[config.mk]
export PLATFORM = sky130hd
export DESIGN_NAME = rv_core
export DESIGN_NICKNAME = d
export VERILOG_FILES = /design/src/source/rv_pkg.sv /design/src/source/decode_stage.sv /design/src/source/execute_stage.sv /design/src/source/fetch_stage.sv /design/src/source/hazard_unit.sv /design/src/source/memory_stage.sv /design/src/source/pipe_reg.sv /design/src/source/rv_core.sv
export VERILOG_INCLUDE_DIRS = /design/src /design/src/source
export SDC_FILE = /design/constraint.sdc
export NUM_CORES = 2
export LEC_CHECK = 0
export ABC_CLOCK_PERIOD_IN_PS = 5300
export BUFFER_PORTS_ARGS = -buffer_cell sky130_fd_sc_hd__buf_4
export CAP_MARGIN = 20
export CORE_MARGIN = 1
export CORE_UTILIZATION = 37
export CTS_BUF_LIST = sky130_fd_sc_hd__clkbuf_2 sky130_fd_sc_hd__clkbuf_4 sky130_fd_sc_hd__clkbuf_8
export CTS_CLUSTER_SIZE = 30
export DETAILED_ROUTE_END_ITERATION = 16
export PLACE_DENSITY = 0.52
export SLEW_MARGIN = 20
export SYNTH_ARGS = -nofsm -noshare
export SYNTH_HDL_FRONTEND = slang
export SYNTH_SLANG_ARGS = --single-unit
export TNS_END_PERCENT = 20
[constraint.sdc]
create_clock -name clk -period 5.3 [get_ports clk]
set_input_delay 0.265 -clock clk [delete_from_list [all_inputs] [get_ports clk]]
set_output_delay 0.265 -clock clk [all_outputs]
set_load 0.03 [all_outputs]
[src/source/rv_settings.svh]
`ifndef RV_SETTINGS_SVH
`define RV_SETTINGS_SVH

// Data path and address width
`define RV_XLEN 32

// Architectural registers including x0
`define RV_REG_COUNT 32

// First fetch address after reset
`define RV_RESET_PC 32'h0000_0000

// Major opcodes of the supported subset
`define RV_OP_RTYPE 7'b0110011
`define RV_OP_ITYPE 7'b0010011
`define RV_OP_LOAD 7'b0000011
`define RV_OP_STORE 7'b0100011
`define RV_OP_BRANCH 7'b1100011

`endif

[src/source/rv_pkg.sv]
`default_nettype none

`include "rv_settings.svh"

package rv_pkg;

    // Register index wide enough for the whole register file
    typedef logic [$clog2(`RV_REG_COUNT)-1:0] reg_idx_t;

    typedef logic [`RV_XLEN-1:0] word_t;

    typedef enum logic [1:0] {
        ALU_ADD,
        ALU_SUB,
        ALU_AND,
        ALU_OR
    } alu_op_e;

    // Operand source in execute
    typedef enum logic [1:0] {
        FWD_NONE     = 2'b00,
        FWD_FROM_WB  = 2'b01,
        FWD_FROM_MEM = 2'b10
    } fwd_sel_e;

    typedef struct packed {
        logic  valid;
        word_t pc;
        word_t instr;
    } if_id_t;

    // Decoded instruction with operand values read in decode
    typedef struct packed {
        logic     valid;
        word_t    pc;
        reg_idx_t rs1;
        reg_idx_t rs2;
        reg_idx_t rd;
        word_t    rs1_val;
        word_t    rs2_val;
        word_t    imm;
        alu_op_e  alu_op;
        logic     use_imm;
        logic     reg_write;
        logic     mem_read;
        logic     mem_write;
        logic     is_branch;
    } id_ex_t;

    // Pc rides along so writeback can report it
    typedef struct packed {
        logic     valid;
        word_t    pc;
        reg_idx_t rd;
        word_t    alu_result;
        word_t    store_data;
        logic     reg_write;
        logic     mem_read;
        logic     mem_write;
    } ex_mem_t;

    typedef struct packed {
        logic     valid;
        word_t    pc;
        reg_idx_t rd;
        word_t    result;
        logic     reg_write;
    } mem_wb_t;

    // Writeback record as seen by decode and at the core ports
    typedef struct packed {
        word_t    pc;
        reg_idx_t rd;
        word_t    data;
        logic     reg_write;
    } retire_t;

    typedef struct packed {
        word_t addr;
        word_t wdata;
        logic  read;
        logic  write;
    } dmem_req_t;

    typedef struct packed {
        logic  taken;
        word_t target;
    } redirect_t;

endpackage

`default_nettype wire

[src/source/decode_stage.sv]
`default_nettype none

`include "rv_settings.svh"

module decode_stage (
    input  logic             clk,
    input  logic             rst_n,
    input  rv_pkg::if_id_t   if_id,
    input  logic             stall,
    input  logic             flush,
    input  rv_pkg::retire_t  wb,
    input  logic             wb_valid,
    output rv_pkg::reg_idx_t rs1_d,
    output rv_pkg::reg_idx_t rs2_d,
    output rv_pkg::id_ex_t   id_ex
);
    import rv_pkg::*;

    logic [6:0] opcode;
    logic [2:0] funct3;
    logic [6:0] funct7;
    word_t      imm_i;
    word_t      imm_s;
    word_t      imm_b;
    logic       use_rs1;
    logic       use_rs2;
    id_ex_t     dec;
    id_ex_t     id_ex_d;
    logic       wb_we;

    // x0 has no storage
    word_t      regs [1:`RV_REG_COUNT-1];
    reg_idx_t   rd_idx [2];
    word_t      rd_val [2];

    // Instruction fields
    assign opcode = if_id.instr[6:0];
    assign funct3 = if_id.instr[14:12];
    assign funct7 = if_id.instr[31:25];

    // Sign extended immediates
    assign imm_i = {{(`RV_XLEN-12){if_id.instr[31]}}, if_id.instr[31:20]};
    assign imm_s = {{(`RV_XLEN-12){if_id.instr[31]}}, if_id.instr[31:25], if_id.instr[11:7]};
    assign imm_b = {{(`RV_XLEN-13){if_id.instr[31]}}, if_id.instr[31], if_id.instr[7],
                    if_id.instr[30:25], if_id.instr[11:8], 1'b0};

    // Control decode
    // Anything outside the subset keeps all control bits low
    always_comb begin
        dec       = '0;
        use_rs1   = 1'b0;
        use_rs2   = 1'b0;
        dec.valid = if_id.valid;
        dec.pc    = if_id.pc;
        if (if_id.valid) begin
            case (opcode)
                `RV_OP_RTYPE: begin
                    use_rs1 = 1'b1;
                    use_rs2 = 1'b1;
                    if (funct7 == 7'b0000000 && funct3 == 3'b000) begin
                        dec.alu_op    = ALU_ADD;
                        dec.reg_write = 1'b1;
                    end else if (funct7 == 7'b0100000 && funct3 == 3'b000) begin
                        dec.alu_op    = ALU_SUB;
                        dec.reg_write = 1'b1;
                    end else if (funct7 == 7'b0000000 && funct3 == 3'b111) begin
                        dec.alu_op    = ALU_AND;
                        dec.reg_write = 1'b1;
                    end else if (funct7 == 7'b0000000 && funct3 == 3'b110) begin
                        dec.alu_op    = ALU_OR;
                        dec.reg_write = 1'b1;
                    end
                end
                `RV_OP_ITYPE: begin
                    // ADDI only
                    if (funct3 == 3'b000) begin
                        use_rs1       = 1'b1;
                        dec.imm       = imm_i;
                        dec.use_imm   = 1'b1;
                        dec.reg_write = 1'b1;
                    end
                end
                `RV_OP_LOAD: begin
                    // LW only, address is rs1 plus offset
                    if (funct3 == 3'b010) begin
                        use_rs1       = 1'b1;
                        dec.imm       = imm_i;
                        dec.use_imm   = 1'b1;
                        dec.reg_write = 1'b1;
                        dec.mem_read  = 1'b1;
                    end
                end
                `RV_OP_STORE: begin
                    if (funct3 == 3'b010) begin
                        use_rs1       = 1'b1;
                        use_rs2       = 1'b1;
                        dec.imm       = imm_s;
                        dec.use_imm   = 1'b1;
                        dec.mem_write = 1'b1;
                    end
                end
                `RV_OP_BRANCH: begin
                    // BEQ only, compare happens in execute
                    if (funct3 == 3'b000) begin
                        use_rs1       = 1'b1;
                        use_rs2       = 1'b1;
                        dec.imm       = imm_b;
                        dec.is_branch = 1'b1;
                    end
                end
                default: begin
                end
            endcase
        end
        // Unused index fields read as x0 so they never match in the hazard unit
        dec.rs1 = use_rs1 ? if_id.instr[19:15] : '0;
        dec.rs2 = use_rs2 ? if_id.instr[24:20] : '0;
        dec.rd  = dec.reg_write ? if_id.instr[11:7] : '0;
    end

    assign rs1_d     = dec.rs1;
    assign rs2_d     = dec.rs2;
    assign rd_idx[0] = dec.rs1;
    assign rd_idx[1] = dec.rs2;

    // Register file write port
    assign wb_we = wb_valid && wb.reg_write && (wb.rd != '0);

    always_ff @(posedge clk) begin
        if (wb_we) begin
            regs[wb.rd] <= wb.data;
        end
    end

    // Read ports
    // Same-cycle write shows through
    always_comb begin
        for (int p = 0; p < 2; p++) begin
            if (rd_idx[p] == '0) begin
                rd_val[p] = '0;
            end else if (wb_we && (wb.rd == rd_idx[p])) begin
                rd_val[p] = wb.data;
            end else begin
                rd_val[p] = regs[rd_idx[p]];
            end
        end
    end

    always_comb begin
        id_ex_d         = dec;
        id_ex_d.rs1_val = rd_val[0];
        id_ex_d.rs2_val = rd_val[1];
    end

    // ID/EX boundary
    // Stall inserts a bubble here while IF/ID holds
    pipe_reg #(
        .payload_t(id_ex_t)
    ) i_id_ex_reg (
        .clk  (clk),
        .rst_n(rst_n),
        .hold (1'b0),
        .flush(stall || flush),
        .d    (id_ex_d),
        .q    (id_ex)
    );

endmodule

`default_nettype wire

[src/source/execute_stage.sv]
`default_nettype none

module execute_stage (
    input  logic              clk,
    input  logic              rst_n,
    input  rv_pkg::id_ex_t    id_ex,
    input  rv_pkg::fwd_sel_e  fwd_a,
    input  rv_pkg::fwd_sel_e  fwd_b,
    input  rv_pkg::word_t     mem_result,
    input  rv_pkg::word_t     wb_result,
    output rv_pkg::redirect_t redirect,
    output rv_pkg::ex_mem_t   ex_mem
);
    import rv_pkg::*;

    word_t   op_a;
    word_t   rs2_fwd;
    word_t   op_b;
    word_t   alu_result;
    ex_mem_t ex_mem_d;

    // Operand A
    always_comb begin
        case (fwd_a)
            FWD_FROM_MEM: op_a = mem_result;
            FWD_FROM_WB:  op_a = wb_result;
            default:      op_a = id_ex.rs1_val;
        endcase
    end

    // Forwarded rs2 serves the ALU, the store data and the branch compare
    always_comb begin
        case (fwd_b)
            FWD_FROM_MEM: rs2_fwd = mem_result;
            FWD_FROM_WB:  rs2_fwd = wb_result;
            default:      rs2_fwd = id_ex.rs2_val;
        endcase
    end

    assign op_b = id_ex.use_imm ? id_ex.imm : rs2_fwd;

    // ALU
    always_comb begin
        case (id_ex.alu_op)
            ALU_SUB: alu_result = op_a - op_b;
            ALU_AND: alu_result = op_a & op_b;
            ALU_OR:  alu_result = op_a | op_b;
            default: alu_result = op_a + op_b;
        endcase
    end

    // BEQ resolves here
    // Target is pc relative
    assign redirect.taken  = id_ex.valid && id_ex.is_branch && (op_a == rs2_fwd);
    assign redirect.target = id_ex.pc + id_ex.imm;

    always_comb begin
        ex_mem_d.valid      = id_ex.valid;
        ex_mem_d.pc         = id_ex.pc;
        ex_mem_d.rd         = id_ex.rd;
        ex_mem_d.alu_result = alu_result;
        ex_mem_d.store_data = rs2_fwd;
        ex_mem_d.reg_write  = id_ex.reg_write;
        ex_mem_d.mem_read   = id_ex.mem_read;
        ex_mem_d.mem_write  = id_ex.mem_write;
    end

    // EX/MEM boundary
    pipe_reg #(
        .payload_t(ex_mem_t)
    ) i_ex_mem_reg (
        .clk  (clk),
        .rst_n(rst_n),
        .hold (1'b0),
        .flush(1'b0),
        .d    (ex_mem_d),
        .q    (ex_mem)
    );

endmodule

`default_nettype wire

[src/source/fetch_stage.sv]
`default_nettype none

`include "rv_settings.svh"

module fetch_stage (
    input  logic              clk,
    input  logic              rst_n,
    input  logic              stall,
    input  rv_pkg::redirect_t redirect,
    output rv_pkg::word_t     imem_addr,
    input  rv_pkg::word_t     imem_data,
    output rv_pkg::if_id_t    if_id
);
    import rv_pkg::*;

    word_t  pc;
    if_id_t if_id_d;

    // Program counter
    // Redirect first, then stall, else sequential
    always_ff @(posedge clk) begin
        if (!rst_n) begin
            pc <= `RV_RESET_PC;
        end else if (redirect.taken) begin
            pc <= redirect.target;
        end else if (!stall) begin
            pc <= pc + word_t'(4);
        end
    end

    // Instruction memory answers in the same cycle
    assign imem_addr = pc;

    always_comb begin
        if_id_d.valid = 1'b1;
        if_id_d.pc    = pc;
        if_id_d.instr = imem_data;
    end

    // IF/ID boundary
    pipe_reg #(
        .payload_t(if_id_t)
    ) i_if_id_reg (
        .clk  (clk),
        .rst_n(rst_n),
        .hold (stall),
        .flush(redirect.taken),
        .d    (if_id_d),
        .q    (if_id)
    );

endmodule

`default_nettype wire

[src/source/hazard_unit.sv]
`default_nettype none

module hazard_unit (
    input  rv_pkg::reg_idx_t rs1_e,
    input  rv_pkg::reg_idx_t rs2_e,
    input  rv_pkg::reg_idx_t rs1_d,
    input  rv_pkg::reg_idx_t rs2_d,
    input  rv_pkg::reg_idx_t rd_e,
    input  rv_pkg::reg_idx_t rd_m,
    input  rv_pkg::reg_idx_t rd_w,
    input  logic             reg_write_m,
    input  logic             reg_write_w,
    input  logic             mem_read_e,
    output rv_pkg::fwd_sel_e fwd_a,
    output rv_pkg::fwd_sel_e fwd_b,
    output logic             stall
);
    import rv_pkg::*;

    // Youngest producer wins
    // x0 is never a forwarding source
    function automatic fwd_sel_e pick_fwd(
        input reg_idx_t rs,
        input reg_idx_t rd_mem,
        input logic     we_mem,
        input reg_idx_t rd_wb,
        input logic     we_wb
    );
        fwd_sel_e sel;
        sel = FWD_NONE;
        if (we_mem && (rd_mem != '0) && (rd_mem == rs)) begin
            sel = FWD_FROM_MEM;
        end else if (we_wb && (rd_wb != '0) && (rd_wb == rs)) begin
            sel = FWD_FROM_WB;
        end
        return sel;
    endfunction

    assign fwd_a = pick_fwd(rs1_e, rd_m, reg_write_m, rd_w, reg_write_w);
    assign fwd_b = pick_fwd(rs2_e, rd_m, reg_write_m, rd_w, reg_write_w);

    // Load in execute feeding decode
    // One cycle of stall lets the load reach writeback
    assign stall = mem_read_e && (rd_e != '0) && ((rd_e == rs1_d) || (rd_e == rs2_d));

endmodule

`default_nettype wire

[src/source/memory_stage.sv]
`default_nettype none

module memory_stage (
    input  logic              clk,
    input  logic              rst_n,
    input  rv_pkg::ex_mem_t   ex_mem,
    output rv_pkg::dmem_req_t dmem_req,
    input  rv_pkg::word_t     dmem_rdata,
    output rv_pkg::mem_wb_t   mem_wb
);
    import rv_pkg::*;

    mem_wb_t mem_wb_d;

    // Data memory request
    // Strobes only for a live entry
    always_comb begin
        dmem_req.addr  = ex_mem.alu_result;
        dmem_req.wdata = ex_mem.store_data;
        dmem_req.read  = ex_mem.valid && ex_mem.mem_read;
        dmem_req.write = ex_mem.valid && ex_mem.mem_write;
    end

    // Load data arrives in the same cycle
    always_comb begin
        mem_wb_d.valid     = ex_mem.valid;
        mem_wb_d.pc        = ex_mem.pc;
        mem_wb_d.rd        = ex_mem.rd;
        mem_wb_d.result    = ex_mem.mem_read ? dmem_rdata : ex_mem.alu_result;
        mem_wb_d.reg_write = ex_mem.reg_write;
    end

    // MEM/WB boundary
    pipe_reg #(
        .payload_t(mem_wb_t)
    ) i_mem_wb_reg (
        .clk  (clk),
        .rst_n(rst_n),
        .hold (1'b0),
        .flush(1'b0),
        .d    (mem_wb_d),
        .q    (mem_wb)
    );

endmodule

`default_nettype wire

[src/source/pipe_reg.sv]
`default_nettype none

// One pipeline boundary
// Bubble is the all-zero payload so valid and every control bit drop together
module pipe_reg #(
    parameter type payload_t = logic
) (
    input  logic     clk,
    input  logic     rst_n,
    input  logic     hold,
    input  logic     flush,
    input  payload_t d,
    output payload_t q
);

    always_ff @(posedge clk) begin
        if (!rst_n || flush) begin
            // Flush beats hold so a redirect wins over a stall
            q <= '0;
        end else if (!hold) begin
            q <= d;
        end
        // Hold keeps the current entry
    end

endmodule

`default_nettype wire

[src/source/rv_core.sv]
`default_nettype none

module rv_core (
    input  logic              clk,
    input  logic              rst_n,
    output rv_pkg::word_t     imem_addr,
    input  rv_pkg::word_t     imem_data,
    output rv_pkg::dmem_req_t dmem_req,
    input  rv_pkg::word_t     dmem_rdata,
    output logic              retire_valid,
    output rv_pkg::retire_t   retire
);
    import rv_pkg::*;

    logic      stall;
    redirect_t redirect;
    if_id_t    if_id;
    id_ex_t    id_ex;
    ex_mem_t   ex_mem;
    mem_wb_t   mem_wb;
    reg_idx_t  rs1_d;
    reg_idx_t  rs2_d;
    fwd_sel_e  fwd_a;
    fwd_sel_e  fwd_b;
    retire_t   wb;

    fetch_stage i_fetch (
        .clk      (clk),
        .rst_n    (rst_n),
        .stall    (stall),
        .redirect (redirect),
        .imem_addr(imem_addr),
        .imem_data(imem_data),
        .if_id    (if_id)
    );

    // Taken branch also kills the instruction in decode
    decode_stage i_decode (
        .clk     (clk),
        .rst_n   (rst_n),
        .if_id   (if_id),
        .stall   (stall),
        .flush   (redirect.taken),
        .wb      (wb),
        .wb_valid(mem_wb.valid),
        .rs1_d   (rs1_d),
        .rs2_d   (rs2_d),
        .id_ex   (id_ex)
    );

    // Memory-stage forward is the ALU result
    execute_stage i_execute (
        .clk       (clk),
        .rst_n     (rst_n),
        .id_ex     (id_ex),
        .fwd_a     (fwd_a),
        .fwd_b     (fwd_b),
        .mem_result(ex_mem.alu_result),
        .wb_result (mem_wb.result),
        .redirect  (redirect),
        .ex_mem    (ex_mem)
    );

    memory_stage i_memory (
        .clk       (clk),
        .rst_n     (rst_n),
        .ex_mem    (ex_mem),
        .dmem_req  (dmem_req),
        .dmem_rdata(dmem_rdata),
        .mem_wb    (mem_wb)
    );

    hazard_unit i_hazard (
        .rs1_e      (id_ex.rs1),
        .rs2_e      (id_ex.rs2),
        .rs1_d      (rs1_d),
        .rs2_d      (rs2_d),
        .rd_e       (id_ex.rd),
        .rd_m       (ex_mem.rd),
        .rd_w       (mem_wb.rd),
        .reg_write_m(ex_mem.valid && ex_mem.reg_write),
        .reg_write_w(mem_wb.valid && mem_wb.reg_write),
        .mem_read_e (id_ex.valid && id_ex.mem_read),
        .fwd_a      (fwd_a),
        .fwd_b      (fwd_b),
        .stall      (stall)
    );

    // Writeback record
    // Same record feeds the register file and the retire port
    always_comb begin
        wb.pc        = mem_wb.pc;
        wb.rd        = mem_wb.rd;
        wb.data      = mem_wb.result;
        wb.reg_write = mem_wb.reg_write;
    end

    assign retire_valid = mem_wb.valid;
    assign retire       = wb;

endmodule

`default_nettype wire

* After elaboration in Yosys (flattened, before gate mapping)
Memories as Yosys holds them, arrays and structs flattened. A register that Yosys moved wholly into a read port is not among the register bits.
Cells that the tools add are included.
W data, S select, Z words.
** Word-level totals
- Memories kept :: 1
- RAM bits :: 992
- Logic and storage cells :: 150
- Output and inout bits :: 169
- Latch bits :: 0
- Register bits :: 360
- Bits in read-only memories :: 0
- Input port bits :: 66
** Cells by class
- Reductions and logical operators :: 42
- Multiplexer cells :: 41
- Eq/ne operators :: 24
- Multiply operators :: 0
- Add/subtract/negate cells :: 4
- Shifts and indexed selects :: 0
- $lt $le $gt $ge :: 0
- Bitwise operators :: 8
- Div/mod/pow operators :: 0
** Memory list
- i_decode.regs :: depth 31, width 32, rd ports 2, clocked after memory_dff 2, write ports 1, RTL line decode_stage.sv:32 : word_t regs [1:`RV_REG_COUNT-1];
** Operator list (number)
- $mux W32 :: 8
- $pmux W32 S2 :: 2
- $pmux W32 S4 :: 1
- $pmux W32 S3 :: 1
- $add A32 B32 Y32 :: 2
- $add A32 B3 Y32 const B :: 1
- $and A32 B32 Y32 :: 1
- $eq A32 B32 Y1 :: 1
- $or A32 B32 Y32 :: 1
- $sub A32 B32 Y32 :: 1
- $eq A5 B5 Y1 :: 6
- $eq A7 B6 Y1 const B :: 3
- $logic_and A1 B1 Y1 :: 19
- $mux W1 :: 15
- $reduce_bool A5 Y1 :: 3
- $mux W2 :: 6
- $pmux W1 S3 :: 4
- $reduce_or A2 Y1 :: 6
- $logic_not A5 Y1 :: 2
- $mux W5 :: 2
- $reduce_or A3 Y1 :: 3
- $eq A2 B2 Y1 const B :: 4
- $eq A7 B2 Y1 const B :: 1
- $eq A7 B5 Y1 const B :: 1
- 14 further kinds :: 25

* Longest topological paths before layout
- Depth after elaboration :: 12
- Gate-level depth with buffers :: 28
- Depth with buffers taken out :: 23

* Hierarchy
From an unflattened synthesis, not the netlist that was laid out.
** Second synthesis, totals
- Cell total of the unflattened synthesis :: 6787
- Area total of the unflattened synthesis :: 73863.3 µm²
** Modules (own cells, without submodules)
- decode_stage :: sequential area each 29788.6 µm², area each 49526.2 µm², cells each 4104, times used 1
- execute_stage :: sequential area each 0.0 µm², area each 6840.3 µm², cells each 1027, times used 1
- pipe_reg (i_decode.i_id_ex_reg) :: sequential area each 3022.9 µm², area each 5387.7 µm², cells each 488, times used 1
- pipe_reg (i_execute.i_ex_mem_reg) :: sequential area each 2102.0 µm², area each 3781.1 µm², cells each 340, times used 1
- pipe_reg (i_memory.i_mem_wb_reg) :: sequential area each 1421.4 µm², area each 2561.2 µm², cells each 230, times used 1
- pipe_reg (i_fetch.i_if_id_reg) :: sequential area each 1301.2 µm², area each 2354.8 µm², cells each 210, times used 1
- fetch_stage :: sequential area each 640.6 µm², area each 1964.4 µm², cells each 233, times used 1
- memory_stage :: sequential area each 0.0 µm², area each 1037.2 µm², cells each 103, times used 1
- hazard_unit :: sequential area each 0.0 µm², area each 391.6 µm², cells each 49, times used 1
- rv_core :: sequential area each 0.0 µm², area each 18.8 µm², cells each 3, times used 1

* Worst setup path before layout
Ideal clock, no wire load.
- Path kind :: flip-flop to flip-flop
- From :: register i_memory.i_mem_wb_reg.q[35] in the netlist's numbering
- To :: register i_execute.i_ex_mem_reg.q[63] in the netlist's numbering
- Path buffers :: 2
- Cell stages (with the launch flop) :: 23
- Data required time :: 5184 ps
- Clock period less this slack :: 5630 ps
- Setup slack :: -330 ps
- Arrival time :: 5515 ps
- Setup time :: 116 ps
- Cell sequence :: dfxtp_1 -> buf_1 -> xor2_1 -> or4_1 -> clkbuf_1 -> o21ai_0 -> a31oi_1 -> mux2_2 -> nor3b_2 -> nand3_1 -> nor4_4 -> nor3_1 -> o21ai_0 -> a21boi_0 -> ha_1 -> and4_1 -> a21o_1 -> o21ai_0 -> a211oi_1 -> o32ai_1 -> nor2b_1 -> mux2i_1 -> and3_1
** Between the ends
- Word-level cells in the longest chain between the ends :: 10
- Elaborated cells between the ends (all ways) :: 22
- Classes of those cells :: 2 x add/sub; 6 x eq/ne; 8 x mux; 2 x bitwise; 4 x reduce/logical
** RTL lines
- from (decl) :: RTL line pipe_reg.sv:13 : output payload_t q
- from (signal assigned) :: RTL line pipe_reg.sv:19 : q <= '0;
- from (signal assigned) :: RTL line pipe_reg.sv:21 : q <= d;
- $reduce_bool A5 Y1 :: RTL line hazard_unit.sv:33 : end else if (we_wb && (rd_wb != '0) && (rd_wb == rs)) begin
- $logic_and A1 B1 Y1 (2 in a row) :: RTL line hazard_unit.sv:33
- $mux W1 :: RTL line hazard_unit.sv:33
- $mux W2 :: RTL line hazard_unit.sv:31 : if (we_mem && (rd_mem != '0) && (rd_mem == rs)) begin
- $eq A2 B1 Y1 / $eq A2 B2 Y1 (equally long branches) :: RTL line execute_stage.sv:33 : case (fwd_b)
- $pmux W32 S2 :: RTL line execute_stage.sv:33
- $mux W32 :: RTL line execute_stage.sv:40 : assign op_b = id_ex.use_imm ? id_ex.imm : rs2_fwd;
- $add A32 B32 Y32 (tied with other cells) :: RTL line execute_stage.sv:48 : default: alu_result = op_a + op_b;
- $pmux W32 S3 (*) :: RTL line execute_stage.sv:44 : case (id_ex.alu_op)
- to (signal assigned) :: RTL line pipe_reg.sv:19
- to (signal assigned) :: RTL line pipe_reg.sv:21
- to (decl) :: RTL line pipe_reg.sv:13
Mark *: on every way between the ends. The rest lies on a longest branch, timed or not.
A chain may end at the register's enable or synchronous reset.

* Worst setup path after layout
- From :: register i_decode.i_id_ex_reg.q[111] in the netlist's numbering
- To :: register i_execute.i_ex_mem_reg.q[66] in the netlist's numbering
** Between the ends
- Word-level cells in the longest chain between the ends :: 9
- Elaborated cells between the ends (all ways) :: 15
- Classes of those cells :: 2 x add/sub; 4 x eq/ne; 5 x mux; 2 x bitwise; 2 x reduce/logical
** RTL lines (RTL line)
- from (decl) :: pipe_reg.sv:13
- from (signal assigned) :: pipe_reg.sv:19
- from (signal assigned) :: pipe_reg.sv:21
- $eq A5 B5 Y1 :: hazard_unit.sv:33
- $logic_and A1 B1 Y1 :: hazard_unit.sv:33
- $mux W1 :: hazard_unit.sv:33
- $mux W2 (*) :: hazard_unit.sv:31
- $eq A2 B1 Y1 / $eq A2 B2 Y1 (equally long branches) :: execute_stage.sv:33
- $pmux W32 S2 (*) :: execute_stage.sv:33
- $mux W32 (*) :: execute_stage.sv:40
- $add A32 B32 Y32 (tied with other cells) :: execute_stage.sv:48
- $pmux W32 S3 (*) :: execute_stage.sv:44
Marked as above.

==> tab_implementation.tex <==
\begin{tabular}{lr}
\hline
Metric & Value \\
\hline
\multicolumn{2}{l}{\textbf{Die}} \\
\quad Horizontal die dimension & 433 um \\
\quad Overall die area & 187000 um2 \\
\quad I/O pins & 235 \\
\quad Area of the core & 184000 um2 \\
\quad Placement row count & 157 \\
\quad Effective utilization at floorplan & 0.374 \\
\quad Overall die height & 433 um \\
\multicolumn{2}{l}{\textbf{Setup path}} \\
\quad Max FO, Critical Path & 5 \\
\quad CP dominant cell by count & sky130\_fd\_sc\_hd\_\_a21o\_1 \\
\quad Critical path class & reg -> reg \\
\quad Slowest Stage Delay on Critical Path & 0.57 ns \\
\quad Worst setup SP type & register \\
\quad Critical path's slowest cell & sky130\_fd\_sc\_hd\_\_or4\_4 \\
\quad Crit. End Element & register \\
\quad Worst Path Arrival & 6.14 ns \\
\quad Required time of the critical path & 6.16 ns \\
\multicolumn{2}{l}{\textbf{Cells and area}} \\
\quad Layout cells sized above 1 & 0.262 \\
\quad Signed area change from the synthesized netlist to the final layout & 20.5\% \\
\quad Utilization after layout & 0.451 \\
\quad Number of nets in the finished design & 6754 \\
\quad Post-route design area & 82800 um2 \\
\quad Count of placed standard cells in the final layout, fillers left out & 9284 \\
\multicolumn{2}{l}{\textbf{Logic synthesis}} \\
\quad Primary flip-flop cell chosen by synthesis mapping & sky130\_fd\_sc\_hd\_\_edfxtp\_1 \\
\quad Number of synthesized flops with an enable pin & 992 \\
\quad Area share of the leading cell type in the synthesized netlist & 0.434 \\
\quad Synthesized area divided by synthesized cell count & 11.3 um2 \\
\quad Synth cell types & 86 \\
\quad Synthesized flop and latch total & 1397 \\
\quad Proportion of synthesized chip area in sequential cells & 0.552 \\
\quad Synthesized netlist cell count & 6074 \\
\quad Net count after synthesis & 6210 \\
\quad Fraction of registers with async set or reset after synthesis & 0 \\
\quad Largest area contributor in the netlist & sky130\_fd\_sc\_hd\_\_edfxtp\_1 \\
\quad Largest cells by area after synthesis & sky130\_fd\_sc\_hd\_\_edfxtp\_1, sky130\_fd\_sc\_hd\_\_dfxtp\_1, sky130\_fd\_sc\_hd\_\_mux2\_2 \\
\quad Total number of yosys warnings & 0 \\
\quad Netlist Area Pre-Place & 68700 um2 \\
\multicolumn{2}{l}{\textbf{Hold path}} \\
\quad Hold/Removal Path Class & in -> reg \\
\multicolumn{2}{l}{\textbf{Routing}} \\
\quad Detail Route Antenna Nets & 0 \\
\quad First drt pass iteration count & 6 \\
\quad Number of vias after detailed routing & 56100 \\
\quad Iter 0 DRT Violations & 6281 \\
\quad Number of remaining DRC errors & 0 \\
\quad Detailed-route vias per instance & 6.04 \\
\quad Routed WL & 280 mm \\
\quad Detail-routed net length per standard cell & 30.1 um \\
\multicolumn{2}{l}{\textbf{Place}} \\
\quad Post-Place Cells & 8709 \\
\quad Placed instance area & 75900 um2 \\
\quad Gp weighted congestion & 0.943 \\
\quad Half-perimeter wire length after detailed placement & 176 mm \\
\quad Worst-case setup slack after placement & -0.600 ns \\
\quad Count of buffers from port buffering & 234 \\
\multicolumn{2}{l}{\textbf{Power and ir drop}} \\
\quad Power density relative to cell area & 280 nW/um2 \\
\quad Total design power & 23.2 mW \\
\quad Largest voltage drop on the vdd net & 210 uV \\
\quad Static Leak & 29.2 nW \\
\multicolumn{2}{l}{\textbf{Global routing}} \\
\quad Gr usage total & 0.291 \\
\quad Pin count of the biggest net entering global routing & 116 \\
\quad Number of global-route vias before repair & 55100 \\
\quad Wire length of the first global-routing pass & 396 mm \\
\quad Initial antenna violation count & 4 \\
\quad Final global-route overflow total & 0 \\
\multicolumn{2}{l}{\textbf{Clocking}} \\
\quad Clock slew seen by the registers of the worst setup and hold paths & 0.06 ns \\
\quad Clk sinks & 1397 \\
\quad Clock tree buffer depth & 3 \\
\quad Clock latency on the worst-skew pair & 1.03 ns \\
\quad Number of buffers created by CTS & 239 \\
\quad Number of H-tree branching levels & 4 \\
\quad Clock tree from TritonCTS & built \\
\quad Clk Tree Root Cell & sky130\_fd\_sc\_hd\_\_clkbuf\_8 \\
\multicolumn{2}{l}{\textbf{STA}} \\
\quad Setup repair after global routing missed its margin & yes \\
\quad Hold WS & 0.0847 ns \\
\quad Worst-case setup margin in the final layout & 0.0213 ns \\
\quad Rel. slew slack & 0.162 \\
\quad Final Hold Fails & 0 \\
\quad Fraction of the cycle the final worst path needs & 0.996 \\
\quad Peak clock frequency supported by timing & 0.189 GHz \\
\quad Final-layout setup total negative slack & 0 ns \\
\quad \# setup viols final & 0 \\
\quad Number of pins exceeding their max-slew limit in the final report & 0 \\
\quad Maximum clock skew at final layout & 0.0754 ns \\
\quad Final critical path time including I/O delays and setup & 5.28 ns \\
\quad Actual transition at the worst max-transition pin & 1.25 ns \\
\multicolumn{2}{l}{\textbf{Run status}} \\
\quad Outcome & complete, no violations \\
\multicolumn{2}{l}{\textbf{Job}} \\
\quad Max-cap check violation count & 0 \\
\hline
\end{tabular}
## cell families after synthesis
family,Yosys count,synth area share
AND/OR/NAND/NOR,1612,0.109
AO/OA/AOI/OAI,1432,0.147
flip-flops,1397,0.552
multiplexers,727,0.114
buffers and inverters,642,0.0402
XOR/XNOR,178,0.0227
adder cells (fa/ha/maj),86,0.0153
## layout by cell type (no fill, tap or decap), drive strengths merged, types with 212 or more instances in the layout
cell type	n
mux2i	280
clkbuf	332
nor2	379
a221oi	218
a21oi	289
mux2	447
buf	748
a31oi	212
o221ai	248
nand2	537
edfxtp	992
dfxtp	405
nor3	267
## timing repair
item,CTS,global route
gates cloned,1,0
resized for setup,63,91
setup endpoints to repair,13,103
hold endpoints to repair,119,0
hold buffers,105,0
pin swaps,22,63
buffers inserted,11,18
## routing by layer
layer	up-vias	track usage	wire length, um
met5	-	0	0
met4	0	0.129	12900
met3	616	0.0646	26300
met2	3014	0.448	126000
met1	28100	0.389	115000
li1	24400	-	-
## flip-flops by register name, summed over array words and instances (netlist names)
signal	cells
i_fetch.i_if_id_reg.q	65
i_memory.i_mem_wb_reg.q	71
i_fetch.imem_addr	32
i_decode.i_id_ex_reg.q	132
i_decode.regs	992
i_execute.i_ex_mem_reg.q	105
## worst max-delay path, delay by kind of cell, from the launching register on
| family | cells | cell delay [ns] |
|---|---|---|
| buf+inv | 4 | 0.63 |
| compound gates | 8 | 1.41 |
| xor+xnor | 2 | 0.33 |
| flops | 1 | 0.32 |
| simple gates | 9 | 1.88 |
| mux | 1 | 0.30 |
| fa+ha+maj | 1 | 0.27 |
## synth_stat cells (all sizes together), types with 63 or more instances
| library cell | count |
|---|---|
| nor3 | 267 |
| edfxtp | 992 |
| ha | 68 |
| nand2 | 537 |
| nor2 | 378 |
| dfxtp | 405 |
| mux2 | 447 |
| and2 | 110 |
| nor4 | 90 |
| clkbuf | 404 |
| nand3 | 66 |
| xnor2 | 116 |
| inv | 89 |
| mux2i | 280 |
| a211oi | 63 |
| a221oi | 218 |
| o221ai | 248 |
| a21oi | 289 |
| o21ai | 197 |
| buf | 147 |
| a31oi | 212 |
## worst paths after layout
kind	startpoint	end	slack [ns]	cells past startpoint
max reg2reg	i_decode.i_id_ex_reg.q[111]$_SDFF_PP0_	i_execute.i_ex_mem_reg.q[66]$_SDFF_PN0_	0.02	25
min	imem_data[8]	i_fetch.i_if_id_reg.q[8]$_SDFFE_PP0N_	0.08	4
min reg2reg	i_fetch.i_if_id_reg.q[55]$_SDFFE_PP0N_	i_decode.i_id_ex_reg.q[141]$_SDFF_PP0_	0.42	2
max	i_decode.i_id_ex_reg.q[111]$_SDFF_PP0_	i_execute.i_ex_mem_reg.q[66]$_SDFF_PN0_	0.02	25
## area by class of cell
class,count,area (um2)
Fill cell,17100,101000
Sequential cell,1397,37900
Multi-Input combinational cell,4036,29100
Timing Repair Buffer,853,7300
Clock buffer,332,4150
Tap cell,2464,3080
Clock inverter,106,885
Inverter,91,344
Antenna cell,5,12.5
## report_power, final
group | total (mW) | internal, mW | switching, mW
sequential | 11.8 | 11.7 | 0.123
combinational | 0.981 | 0.374 | 0.607
clock | 10.4 | 5.66 | 4.71
Note: power is estimated with default switching activity, not from simulation.
